$ cat config.mk
export PLATFORM = sky130hd
export DESIGN_NAME = tex_regs
export DESIGN_NICKNAME = d
export VERILOG_FILES = /design/src/tex_pkg.sv /design/src/tex_regs.sv
export SDC_FILE = /design/constraint.sdc
export NUM_CORES = 1
export LEC_CHECK = 0
export ABC_AREA = 1
export BUFFER_PORTS_ARGS = -buffer_cell sky130_fd_sc_hd__buf_2
export CAP_MARGIN = 20
export CORE_ASPECT_RATIO = 1.1
export CORE_UTILIZATION = 47
export DETAILED_ROUTE_END_ITERATION = 12
export PLACE_DENSITY = 0.8
export SLEW_MARGIN = 20
export SYNTH_ARGS = -nofsm -noshare
export SYNTH_HDL_FRONTEND = slang
export SYNTH_SLANG_ARGS = --single-unit
$ cat constraint.sdc
create_clock -name clk -period 2.1 [get_ports clk]
set_clock_uncertainty 0.15 [all_clocks]
set_input_delay 0.42 -clock clk [delete_from_list [all_inputs] [get_ports clk]]
set_output_delay 0.42 -clock clk [all_outputs]
set_load 0.1 [all_outputs]
$ cat src/tex_pkg.sv
package tex_pkg;

  // index and size width, max 4096 texels per axis
  localparam int W_BITS    = 12;
  localparam int COORD_W   = 32;   // Q16.16
  localparam int FRAC_BITS = 16;
  localparam int RAM_AW    = 12;   // 4096 texel words
  localparam int TEXEL_W   = 32;

  typedef logic        [W_BITS-1:0]  tex_dim_t;   // width, height, x or y
  typedef logic signed [COORD_W-1:0] coord_t;     // normalized coordinate
  typedef logic        [TEXEL_W-1:0] texel_t;     // texel or colour
  typedef logic        [RAM_AW-1:0]  ram_addr_t;

  // per-axis addressing mode, encoding matches REG_MODE fields
  typedef enum logic [1:0] {
    CLAMP_EDGE   = 2'd0,
    REPEAT       = 2'd1,
    MIRROR       = 2'd2,
    CLAMP_BORDER = 2'd3
  } wrap_mode_e;

  typedef struct packed {
    tex_dim_t   width;
    tex_dim_t   height;
    wrap_mode_e mode_u;
    wrap_mode_e mode_v;
  } tex_cfg_t;

  typedef struct packed {
    coord_t u;
    coord_t v;
  } tex_req_t;

  typedef struct packed {
    texel_t texel;
    logic   border;    // sample fell outside a CLAMP_BORDER axis
  } tex_resp_t;

  // APB register offsets
  localparam logic [7:0] REG_SIZE   = 8'h00;
  localparam logic [7:0] REG_MODE   = 8'h04;
  localparam logic [7:0] REG_BORDER = 8'h08;
  localparam logic [7:0] REG_WADDR  = 8'h0C;
  localparam logic [7:0] REG_WDATA  = 8'h10;   // write-only window

endpackage

$ cat src/tex_regs.sv
`timescale 1ns/1ps

module tex_regs (
  input  logic               clk,
  input  logic               reset,
  input  logic               psel,
  input  logic               penable,
  input  logic               pwrite,
  input  logic [7:0]         paddr,
  input  logic [31:0]        pwdata,
  output logic [31:0]        prdata,
  output logic               pready,
  output logic               pslverr,
  output tex_pkg::tex_cfg_t  cfg,
  output tex_pkg::texel_t    border_color,
  output logic               wr_en,
  output tex_pkg::ram_addr_t wr_addr,
  output tex_pkg::texel_t    wr_data
);
  import tex_pkg::*;

  logic      wr_acc;    // write in access phase
  logic      rd_acc;    // read in access phase
  ram_addr_t wr_ptr;    // auto-incrementing texel pointer

  assign wr_acc = psel && penable && pwrite;
  assign rd_acc = psel && penable && !pwrite;

  // zero wait states, no error responses
  assign pready  = 1'b1;
  assign pslverr = 1'b0;

  always_ff @(posedge clk) begin
    if (reset) begin
      cfg.width    <= W_BITS'(1);
      cfg.height   <= W_BITS'(1);
      cfg.mode_u   <= CLAMP_EDGE;
      cfg.mode_v   <= CLAMP_EDGE;
      border_color <= '0;
      wr_ptr       <= '0;
    end else if (wr_acc) begin
      case (paddr)
        REG_SIZE: begin
          cfg.width  <= pwdata[W_BITS-1:0];
          cfg.height <= pwdata[16 +: W_BITS];
        end
        REG_MODE: begin
          cfg.mode_u <= wrap_mode_e'(pwdata[1:0]);
          cfg.mode_v <= wrap_mode_e'(pwdata[3:2]);
        end
        REG_BORDER: border_color <= pwdata;
        REG_WADDR:  wr_ptr <= pwdata[RAM_AW-1:0];
        REG_WDATA:  wr_ptr <= wr_ptr + ram_addr_t'(1);   // step after the texel write
        default: ;
      endcase
    end
  end

  // texel write goes out during the access cycle, one strobe per access
  assign wr_en   = wr_acc && (paddr == REG_WDATA);
  assign wr_addr = wr_ptr;
  assign wr_data = pwdata;

  // read mux, valid while the access phase lasts
  always_comb begin
    prdata = '0;
    if (rd_acc) begin
      case (paddr)
        REG_SIZE: begin
          prdata[W_BITS-1:0]   = cfg.width;
          prdata[16 +: W_BITS] = cfg.height;
        end
        REG_MODE:   prdata[3:0] = {cfg.mode_v, cfg.mode_u};
        REG_BORDER: prdata = border_color;
        REG_WADDR:  prdata[RAM_AW-1:0] = wr_ptr;
        default:    prdata = '0;   // REG_WDATA and holes read zero
      endcase
    end
  end

endmodule

==> results.md <==
- Vias in the first global route: 4,405
- Count of final setup violators: 32
- Post-synth top area share: 0.3606
- Worst path max stage delay: 0.22 ns
- Inserted Diodes: 0
- Fin crit share: 1.110
- Die area: 8879 um2
- IO Count: 184
- Commonest cells post-synth: nand2_1, nor2_1, dfxtp_1
- Antenna Nets Post-Route: 0
- CTS tree: done
- Critical path peak fanout: 7
- Core Region: 8083 um2
- Share of cells above drive strength 1: 0.4665
- Pre-CTS setup slack: -0.1969 ns
- #FFs+latches synth: 72
- Synth cell types: 30
- Initial Utilization: 0.4946
- RSZ-0062 raised after global routing: true
- Port bufs: 181
- Worst hold margin: 0.1818 ns
- Via Count: 4,864
- Hold Path Class: input port to flip-flop
- First-pass GRT wire length: 22.02 mm
- Status: complete, but fails checks
- Critical setup path kind: input port to output port
- Clk_lat worst skew: 0.34 ns
- Initial antenna violation count: 0
- Setup_tns: -5.466 ns
- Wire per inst: 15.83 um
- Worst hold path depth: 3
- Peak supply drop: 0.3062 mV
- H-tree depth: 3
- Max-capacitance violation count: 0
- Final min period: 2.330 ns
- Die Width: 89.94 um
- Total GRT Usage: 0.3103
- Max-slew violations: 0
- Row count: 34
- Cell taking the most area after synthesis: dfxtp_1
- DR DRC count: 0
- Critical path's slowest cell: nor2_4
- Post-Synthesis Cell Area: 3998 um2
- Relative slew margins: 0.6090
- Post-route setup slack: -0.2305 ns
- CTS buffer count: 9
- Synth Flop Type: dfxtp_1
- Synth-to-Final Area Change: 52.77%
- GRT overflow: 0
- Worst Path Required: 1.53 ns
- Die Span Y: 98.73 um
- Pre-Repair DR Iteration Count: 5
- Crit-path cells: buf_8 -> nor2_4 -> nand3_2 -> nor2_4 -> buf_12 -> nand2_2 -> o211ai_1 -> nand2_1 -> clkinvlp_4 -> buf_12
- Final hold vios: 0
- Worst Tran Pin Value: 0.5856 ns
- Cts hold-fix bufs: 0
- Clk root buf: clkbuf_8
- Yosys warns: 0
- Cells on worst reg2reg path: 8
- Async set-or-reset flop fraction in the synthesized netlist: 0
- Worst-path clk slew: 0.07 ns
- Sequential area share after synthesis: 0.3606
- Max Clock Freq: 0.4291 GHz
- Final GP Congestion: 0.9368
- Clock Tree Buf Depth: 2
- Post-Route WL: 14.24 mm
- Power, Total: 0.002786 W
- Crit start category: input port
- Nets: 833
- Synth top area cells: dfxtp_1, nand2_1, nor2_1, a21oi_1, buf_4
- Failing checks: setup timing
- Pwr dens: 456.2 nW/um2
- Vias per std cell: 5.410
- Post-detail-place hpwl: 10.22 mm
- CTS Sinks: 72
- Avg Synthesized Cell Area: 6.543 um2
- Pleak: 2.622 nW
- Post-synth EDFFs: 0
- Post-synthesis net count: 657
- CP endpoint kind: output port
- Most frequent cell after synthesis: nand2_1
- Largest net degree at the start of global routing: 40
- DRT iter0 DRCs: 362
- Synth Instances: 611
- CP Data Arrival Time: 1.76 ns
==> cells by family after synthesis <==
family,synth area share
other,0.001879
XOR/XNOR,0.004383
AO/OA/AOI/OAI,0.1315
flip-flops,0.3606
adder cells (fa/ha/maj),0.003129
buffers and inverters,0.1490
AND/OR/NAND/NOR,0.3496
==> metal layers <==
metal	GRT usage	part of all wire	up-vias
met1	0.3672	0.36	2255
met2	0.5592	0.51	311
met5	0	0	-
met4	0.1439	0.035	0
li1	-	-	2250
met3	0.04090	0.089	48
==> cell usage in the layout (no fill, tap or decap), types with 2 or more instances in the layout <==
cell / Yosys / layout
nand2_1: 197 / 186
buf_2: 4 / 143
nor2_1: 84 / 66
dfxtp_2: 0 / 51
a21oi_1: 57 / 43
buf_12: 0 / 38
buf_4: 34 / 33
nand3_1: 28 / 27
inv_1: 37 / 26
o21ai_0: 29 / 26
dfxtp_1: 72 / 21
nor2_4: 5 / 19
a21oi_4: 0 / 12
nand2_2: 3 / 11
o21ai_1: 9 / 10
inv_2: 7 / 9
clkinvlp_4: 0 / 9
clkbuf_8: 0 / 9
buf_6: 10 / 7
nor2_2: 1 / 5
o211ai_1: 5 / 5
nand2_4: 1 / 4
nand4_1: 4 / 4
clkinv_2: 1 / 4
nand3_2: 2 / 3
a21oi_2: 0 / 2
xor2_1: 2 / 2
conb_1: 2 / 2
clkbuf_1: 10 / 2
==> registers in the layout, indices dropped and copies added, names as in the netlist <==
| name | count |
|---|---|
| wr_addr | 12 |
| border_color | 32 |
| cfg | 28 |
==> cell type report <==
| cell class | count | area [um2] |
|---|---|---|
| repair buffers | 222 | 1818 |
| fillers | 610 | 1976 |
| flip-flops and latches | 72 | 1505 |
| clock inverters | 4 | 22.52 |
| multi-input cells | 436 | 2281 |
| clock buffers | 11 | 131.4 |
| inverters | 45 | 207.7 |
| repair inverters | 1 | 6.256 |
| well taps | 108 | 135.1 |
==> final timing paths <==
| check | start | end | slack, ns |
|---|---|---|---|
| max reg2reg | wr_addr[1] | wr_addr[8] | 0.44 |
| min | pwdata[16] | cfg[4] | 0.18 |
| max | paddr[0] | prdata[9] | -0.23 |
| min reg2reg | border_color[18] | border_color[18] | 0.33 |
==> worst max-delay path: cells and delay by family <==
| family | cells | cell delay, ns |
|---|---|---|
| simple gates | 5 | 0.69 |
| buf+inv | 4 | 0.53 |
| compound gates | 1 | 0.12 |
==> through the flow <==
stage	util	std cells	instance area, um2
after detailed placement	0.7133	875	5766
after CTS	0.7500	899	6062
after global placement	0.7133	875	5766
after global routing	0.7556	899	6107
after floorplan	-	611	4360
final	0.7556	899	6107
==> what timing repair did <==
item,4_1_cts,5_1_grt
pin swaps,21,2
resized for setup,24,13
cloned,1,0
setup buffers,8,0
endpoints found under the setup margin,32,33
==> power breakdown <==
part / switching, W / internal (W) / total, W
Combinational: 0.000398 / 0.000100 / 0.000498
Clock: 0.000506 / 0.000417 / 0.000923
Sequential: 0.000000953 / 0.00136 / 0.00137
No activity file was read; power rests on OpenSTA's default activity.
