<file path="src/tex_pkg.sv">
package tex_pkg;

  // index and size width, max 4096 texels per axis
  localparam int W_BITS    = 12;
  localparam int COORD_W   = 32;   // Q16.16
  localparam int FRAC_BITS = 16;
  localparam int RAM_AW    = 12;   // 4096 texel words
  localparam int TEXEL_W   = 32;

  typedef logic        [W_BITS-1:0]  tex_dim_t;   // width, height, x or y
  typedef logic signed [COORD_W-1:0] coord_t;     // normalized coordinate
  typedef logic        [TEXEL_W-1:0] texel_t;     // texel or colour
  typedef logic        [RAM_AW-1:0]  ram_addr_t;

  // per-axis addressing mode, encoding matches REG_MODE fields
  typedef enum logic [1:0] {
    CLAMP_EDGE   = 2'd0,
    REPEAT       = 2'd1,
    MIRROR       = 2'd2,
    CLAMP_BORDER = 2'd3
  } wrap_mode_e;

  typedef struct packed {
    tex_dim_t   width;
    tex_dim_t   height;
    wrap_mode_e mode_u;
    wrap_mode_e mode_v;
  } tex_cfg_t;

  typedef struct packed {
    coord_t u;
    coord_t v;
  } tex_req_t;

  typedef struct packed {
    texel_t texel;
    logic   border;    // sample fell outside a CLAMP_BORDER axis
  } tex_resp_t;

  // APB register offsets
  localparam logic [7:0] REG_SIZE   = 8'h00;
  localparam logic [7:0] REG_MODE   = 8'h04;
  localparam logic [7:0] REG_BORDER = 8'h08;
  localparam logic [7:0] REG_WADDR  = 8'h0C;
  localparam logic [7:0] REG_WDATA  = 8'h10;   // write-only window

endpackage

</file>
<file path="src/texel_fetch.sv">
`timescale 1ns/1ps

module texel_fetch (
  input  logic               clk,
  input  logic               reset,
  input  logic               s1_valid,
  input  tex_pkg::tex_dim_t  s1_x,
  input  tex_pkg::tex_dim_t  s1_y,
  input  logic               s1_border,
  input  tex_pkg::tex_cfg_t  cfg,
  input  tex_pkg::texel_t    border_color,
  output logic               rd_en,
  output tex_pkg::ram_addr_t rd_addr,
  input  tex_pkg::texel_t    rd_data,
  output logic               stall,
  output logic               resp_valid,
  input  logic               resp_ready,
  output tex_pkg::tex_resp_t resp
);
  import tex_pkg::*;

  logic border_q;   // travels with the memory read

  // held response blocks everything upstream
  assign stall = resp_valid && !resp_ready;

  // y * width + x, modulo memory depth
  assign rd_addr = ram_addr_t'(s1_y) * ram_addr_t'(cfg.width) + ram_addr_t'(s1_x);

  // ram output register doubles as the stage register
  assign rd_en = s1_valid && !stall;

  always_ff @(posedge clk) begin
    if (reset) begin
      resp_valid <= 1'b0;
    end else if (!stall) begin
      resp_valid <= s1_valid;
    end
  end

  always_ff @(posedge clk) begin
    if (rd_en) begin
      border_q <= s1_border;
    end
  end

  // border colour replaces the fetched word
  assign resp.texel  = border_q ? border_color : rd_data;
  assign resp.border = border_q;

endmodule

</file>
<file path="config.mk">
export PLATFORM = sky130hd
export DESIGN_NAME = texel_fetch
export DESIGN_NICKNAME = d
export VERILOG_FILES = /design/src/tex_pkg.sv /design/src/texel_fetch.sv
export SDC_FILE = /design/constraint.sdc
export NUM_CORES = 1
export LEC_CHECK = 0
export ABC_AREA = 1
export BUFFER_PORTS_ARGS = -buffer_cell sky130_fd_sc_hd__buf_2
export CAP_MARGIN = 0
export CORE_ASPECT_RATIO = 1.1
export CORE_MARGIN = 4
export CORE_UTILIZATION = 36
export CTS_CLUSTER_DIAMETER = 80
export DETAILED_ROUTE_END_ITERATION = 8
export GPL_TIMING_DRIVEN = 0
export PLACE_DENSITY = 0.77
export REMOVE_ABC_BUFFERS = 1
export SYNTH_ARGS = -nofsm -noshare
export SYNTH_HDL_FRONTEND = slang
export SYNTH_SLANG_ARGS = --single-unit
export TNS_END_PERCENT = 1
</file>
<file path="constraint.sdc">
create_clock -name clk -period 10.62 [get_ports clk]
set_input_delay 2.655 -clock clk [delete_from_list [all_inputs] [get_ports clk]]
set_output_delay 2.655 -clock clk [all_outputs]
set_load 0.005 [all_outputs]
</file>
==> results of run 1 <==
==> flip-flops by register name, summed over array words and instances, names as in the netlist <==
register    count
border_q        1
resp_valid      1
==> area by class of cell <==
cell class / instances / share of cell area (%)
multi-input cells: 293 / 62.2
repair buffers: 152 / 18.8
inverters: 143 / 13.2
well taps: 111 / 3.43
flip-flops and latches: 2 / 1.23
clock buffers: 4 / 1.11
==> power by group through the flow <==
stage          Combinational (mW)  Clock [mW]  Sequential (mW)
6_report                    0.605      0.0314           0.0111
5_1_grt                     0.714      0.0340           0.0113
4_1_cts                     0.618      0.0318           0.0111
3_5_place_dp                0.615           0           0.0112
3_3_place_gp                0.596           0           0.0111
2_1_floorplan               0.411           0           0.0108
==> kinds of logic (layout without fill, tap and decap cells) <==
group	Yosys count	after routing	synth area share, %
AOI/OAI and AO/OA	14	14	2.58
xor gates and xnor gates	7	7	1.91
adders and majority gates	82	82	43.3
buffers and inverters	159	299	19.7
DFF	2	2	1.56
muxes	32	32	11.2
and+or+nand+nor	158	158	19.7
==> synth_stat cells, types with 2 or more instances <==
library cell,n
nand2_2,3
nor2_1,3
fa_1,48
clkbuf_1,5
mux2_1,2
mux2_2,30
buf_2,4
nand2_1,131
o21ai_0,2
nand3_1,18
buf_4,6
xor2_1,5
xnor2_1,2
a21oi_1,7
inv_1,143
ha_1,34
==> worst max-delay path, cell delays in order <==
cell and delay, ns:
buf_2 0.18, nand2_1 0.08, inv_1 0.05, fa_1 0.54, inv_1 0.06, fa_1 0.48
inv_1 0.05, fa_1 0.44, ha_1 0.28, inv_1 0.04, fa_1 0.47, inv_1 0.04
ha_1 0.35, a21o_1 0.18, a31oi_1 0.31, nor2_1 0.07, o21ai_0 0.15, nand2_1 0.08
xor2_1 0.14, buf_2 0.13
==> routing by layer <==
layer	GRT usage (%)	share of wire (%)	vias to the layer above
met1	17.1	36	1421
li1	-	-	1591
met3	2.86	7.6	9
met4	3.07	1.7	0
met5	0	0	-
met2	32.7	54	114
==> how the worst max path moves through the flow <==
stage	from	end	slack (ns)	cells after the start
3_3_place_gp	cfg[16]	rd_addr[9]	1.21	20
5_1_grt	cfg[16]	rd_addr[9]	0.85	20
6_report	cfg[16]	rd_addr[9]	1.17	20
3_5_place_dp	cfg[16]	rd_addr[9]	1.15	20
4_1_cts	cfg[16]	rd_addr[9]	1.14	20
2_1_floorplan	s1_y[6]	rd_addr[9]	1.74	18
==> stage by stage <==
| stage | setup slack, ns | util, % |
|---|---|---|
| after global placement | 1.21 | 46.9 |
| after global routing | 0.847 | 47.5 |
| after CTS | 1.14 | 47.5 |
| after floorplan | 1.74 | - |
| after detailed placement | 1.15 | 46.9 |
| final | 1.17 | 47.5 |
==> impl_metrics.env, run 1 <==
export IMPL_run_status="completed"
export IMPL_hold_start="resp_valid"
export IMPL_clk_pin_slew_worst_paths_ns=0.03
export IMPL_placed_cell_area_mm2=0.00401
export IMPL_grt_pass1_wl_um=14300
export IMPL_skew_ns=0.00832
export IMPL_whs_ns=0.476
export IMPL_cts_sinks=2
export IMPL_post_cts_resized=0
export IMPL_r2r_start="resp_valid"
export IMPL_final_cell_mix="buf_2, inv_1, nand2_1"
export IMPL_cts_setup_buffers=0
export IMPL_vias=3135
export IMPL_syn_area_mm2=0.00320
export IMPL_final_common_cell="buf_2"
export IMPL_wl_um=8370
export IMPL_tightest_slew_ns=1.21
export IMPL_dpl_hpwl_um=7730
export IMPL_path_max_fanout=13
export IMPL_netlist_top_cells_area="fa_1, inv_1, nand2_1"
export IMPL_p_int_mw=0.305
export IMPL_portBuffers=152
export IMPL_cp_required_ns=7.97
export IMPL_ys_types=27
export IMPL_nNetsFinal=798
export IMPL_worst_hold_path_num_cells=2
export IMPL_worstSetupEndpointType="output pin"
export IMPL_grt_max_degree=34
export IMPL_synth_async_reset_ratio_pct=0
export IMPL_cts_made_buffers=3
export IMPL_drc=0
export IMPL_seq_area_frac_synth_pct=1.56
export IMPL_power_mw=0.647
export IMPL_p_leak_nw=2.65
export IMPL_pwr_share_comb_pct=93.4
export IMPL_yosys_area_top_type="fa_1"
export IMPL_ant_nets=0
export IMPL_first_pass_iters=5
export IMPL_yosysTopAreaCellShare_pct=30.0
export IMPL_grt_overflow=0
export IMPL_grt_use_total_pct=16.1
export IMPL_dieArea_mm2=0.0105
export IMPL_die_y_um=107
export IMPL_syn_inst=454
export IMPL_clockBufferDepth=2
export IMPL_switching_share_pct=52.9
export IMPL_vdd_ir_drop_max_mv=0.113
export IMPL_design_core_area_mm2=0.00854
export IMPL_final_area_mm2=0.00405
export IMPL_slew_headroom_pct=19.2
export IMPL_h_tree_depth=1
export IMPL_synth_edff_count=1
export IMPL_final_cells=705
export IMPL_arrival_ns=6.80
export IMPL_finalCriticalPeriod_ns=9.45
export IMPL_hold_path_class="flip-flop to flip-flop"
export IMPL_holdBufCountCts=0
export IMPL_pwr_share_clk_pct=4.9
export IMPL_setup_viol=0
export IMPL_initial_core_util_pct=37.5
export IMPL_multiInputGateArea_mm2=0.00252
export IMPL_ys_ff_latch=2
export IMPL_cp_start_kind="input port"
export IMPL_setup_tns_ns=0
export IMPL_power_switching_mw=0.342
export IMPL_rr_worst_depth=3
export IMPL_die_w_um=98.0
export IMPL_grt_pass1_vias=3280
export IMPL_criticalPathCategory="input port to output pin"
export IMPL_ys_warn_count=0
export IMPL_antennaDiodeCount=0
export IMPL_synth_top_flop_cell="edfxtp_1"
export IMPL_drtIter0Drc=68
export IMPL_insertion_delay_ns=0.21
export IMPL_drive_above_1_share_pct=31.8
export IMPL_fin_crit_sh_pct=89.0
export IMPL_dp_cells=701
export IMPL_gp_congestion=0.840
export IMPL_viasPerCell=4.45
export IMPL_ioPinCount=169
export IMPL_area_delta_synth_final_pct=26.5
export IMPL_rsz0062_at_grt="no"
export IMPL_cap_violations=0
export IMPL_hold_end="resp_valid"
export IMPL_regArea_um2=50.0
export IMPL_syn_avg_cell_area_um2=7.06
export IMPL_root_buffer="clkbuf_8"
export IMPL_seq_power_share_pct=1.7
export IMPL_fill_cells=841
export IMPL_wire_per_inst_um=11.9
export IMPL_num_rows=35
export IMPL_reg2reg_slack_ns=9.79
export IMPL_timing_rr_end="border_q"
export IMPL_finalHoldViolCount=0
export IMPL_slew_violations=0
export IMPL_power_density_mw_per_mm2=160
export IMPL_fmax_mhz=106
export IMPL_grt_antenna_before_repair=0
export IMPL_cts_tree="done"
Power figures use the tool's default switching activity.
==> inputs of run 2 (changes only) <==
--- a/config.mk
+++ b/config.mk
@@ -15,6 +15,7 @@
 export DETAILED_ROUTE_END_ITERATION = 8
 export GPL_TIMING_DRIVEN = 0
 export PLACE_DENSITY = 0.77
+export RECOVER_POWER = 25
 export REMOVE_ABC_BUFFERS = 1
 export SYNTH_ARGS = -nofsm -noshare
 export SYNTH_HDL_FRONTEND = slang
==> run 2 against run 1 <==
Worst setup slack did not move. Utilization fell by 0.073 points. Clock power barely moved. Die area did not move.
==> impl_metrics.env, run 2 (same netlist as run 1, synthesis figures left out) <==
export IMPL_run_status="completed"
export IMPL_skew_ns=0.00832
export IMPL_antennaDiodeCount=0
export IMPL_gp_congestion=0.840
export IMPL_hold_path_class="flip-flop to flip-flop"
export IMPL_worst_hold_path_num_cells=2
export IMPL_whs_ns=0.477
export IMPL_ant_nets=0
export IMPL_finalHoldViolCount=0
export IMPL_num_rows=35
export IMPL_final_common_cell="buf_2"
export IMPL_reg_largest_list="border_q x1, resp_valid x1"
export IMPL_grt_max_degree=34
export IMPL_drive_above_1_share_pct=31.0
export IMPL_setup_slack_ns=1.17
export IMPL_cts_made_buffers=3
export IMPL_drtIter0Drc=70
export IMPL_grt_pass1_wl_um=14300
export IMPL_insertion_delay_ns=0.21
export IMPL_critPathTopFamily="adder cells"
export IMPL_arrival_ns=6.80
export IMPL_crit_top_cell="inv_1"
export IMPL_cp_required_ns=7.97
export IMPL_clockBufferDepth=2
export IMPL_final_cell_mix="buf_2, inv_1, nand2_1"
export IMPL_drc=0
export IMPL_holdBufCountCts=0
export IMPL_slowest_delay_ns=0.54
export IMPL_portBuffers=152
export IMPL_hold_end="resp_valid"
export IMPL_setup_tns_ns=0
export IMPL_timing_rr_end="border_q"
export IMPL_critPathBufInv=7
export IMPL_path_cells="buf_2, nand2_1, inv_1, fa_1, inv_1, fa_1, inv_1, fa_1, ha_1, inv_1, fa_1, inv_1, ha_1, a21o_1, a31oi_1, nor2_1, o21ai_0, nand2_1, xor2_1, buf_2"
export IMPL_vdd_ir_drop_max_mv=0.113
export IMPL_ioPinCount=169
export IMPL_die_w_um=98.0
export IMPL_hold_start="resp_valid"
export IMPL_grt_pass1_vias=3280
export IMPL_cts_tree="done"
export IMPL_rsz0062_at_grt="no"
export IMPL_viasPerCell=4.44
export IMPL_wire_per_inst_um=11.9
export IMPL_die_y_um=107
export IMPL_dpl_hpwl_um=7730
export IMPL_criticalPathCategory="input port to output pin"
export IMPL_post_cts_resized=0
export IMPL_wl_um=8380
export IMPL_vias=3132
export IMPL_clk_pin_slew_worst_paths_ns=0.03
export IMPL_cts_setup_buffers=0
export IMPL_fin_crit_sh_pct=89.0
export IMPL_slew_headroom_pct=19.4
export IMPL_area_delta_synth_final_pct=26.3
export IMPL_power_density_mw_per_mm2=160
export IMPL_fill_cells=844
export IMPL_cap_violations=0
export IMPL_fmax_mhz=106
export IMPL_cts_sinks=2
export IMPL_rr_worst_depth=3
export IMPL_dieArea_mm2=0.0105
export IMPL_finalCriticalPeriod_ns=9.45
export IMPL_worstSetupEndpointType="output pin"
export IMPL_root_buffer="clkbuf_8"
export IMPL_pre_cts_slack_ns=1.15
export IMPL_r2r_start="resp_valid"
export IMPL_crit_start="cfg[16]"
export IMPL_tightest_slew_ns=1.21
export IMPL_slew_violations=0
export IMPL_p_leak_nw=2.64
export IMPL_slowest_stage="fa_1"
export IMPL_grt_use_total_pct=16.1
export IMPL_grt_antenna_before_repair=0
export IMPL_initial_core_util_pct=37.5
export IMPL_cp_start_kind="input port"
export IMPL_reg2reg_slack_ns=9.78
export IMPL_design_core_area_mm2=0.00854
export IMPL_h_tree_depth=1
export IMPL_path_max_fanout=13
export IMPL_grt_overflow=0
export IMPL_nNetsFinal=798
export IMPL_setup_viol=0
export IMPL_first_pass_iters=5
export IMPL_utilization_pct=47.4
==> run 2: worst register-to-register path, stage by stage (launching register included) <==
cell and delay (ns):
dfxtp_1 0.29, nand2_1 0.08, inv_1 0.05, nor2_1 0.12
==> run 2: metrics by stage <==
step,cells,power (mW),cell area (um^2)
after floorplan,438,0.421,3110
after global placement,701,0.607,4010
after detailed placement,701,0.627,4010
after CTS,705,0.661,4050
after global routing,705,0.759,4050
final,705,0.647,4050
==> run 2: final cells by class <==
type	count	area [um^2]	share of cell area [%]
Clock buffer	4	45.0	1.11
Inverter	143	537	13.3
Multi-Input combinational cell	293	2520	62.3
Sequential cell	2	50.0	1.24
Tap cell	111	139	3.43
Timing Repair Buffer	152	754	18.6
==> run 2: routing by layer <==
| metal | track usage (%) | vias to the layer above | share of wire [%] |
|---|---|---|---|
| li1 | - | 1591 | - |
| met1 | 17.1 | 1420 | 36 |
| met2 | 32.7 | 112 | 54 |
| met3 | 2.86 | 9 | 7.4 |
| met4 | 3.07 | 0 | 1.7 |
| met5 | 0 | - | 0 |
==> run 2: how the worst max path moves through the flow <==
stage / endpoint / slack, ns / depth (start not counted)
detailed placement: rd_addr[9] / 1.15 / 20
finish: rd_addr[9] / 1.17 / 20
CTS: rd_addr[9] / 1.14 / 20
floorplan: rd_addr[9] / 1.74 / 18
global placement: rd_addr[9] / 1.21 / 20
global route: rd_addr[9] / 0.85 / 20
==> run 2: power by group <==
| part | switching, mW | internal (mW) |
|---|---|---|
| registers | 0.00237 | 0.00872 |
| logic | 0.334 | 0.270 |
| clock network | 0.00598 | 0.0255 |
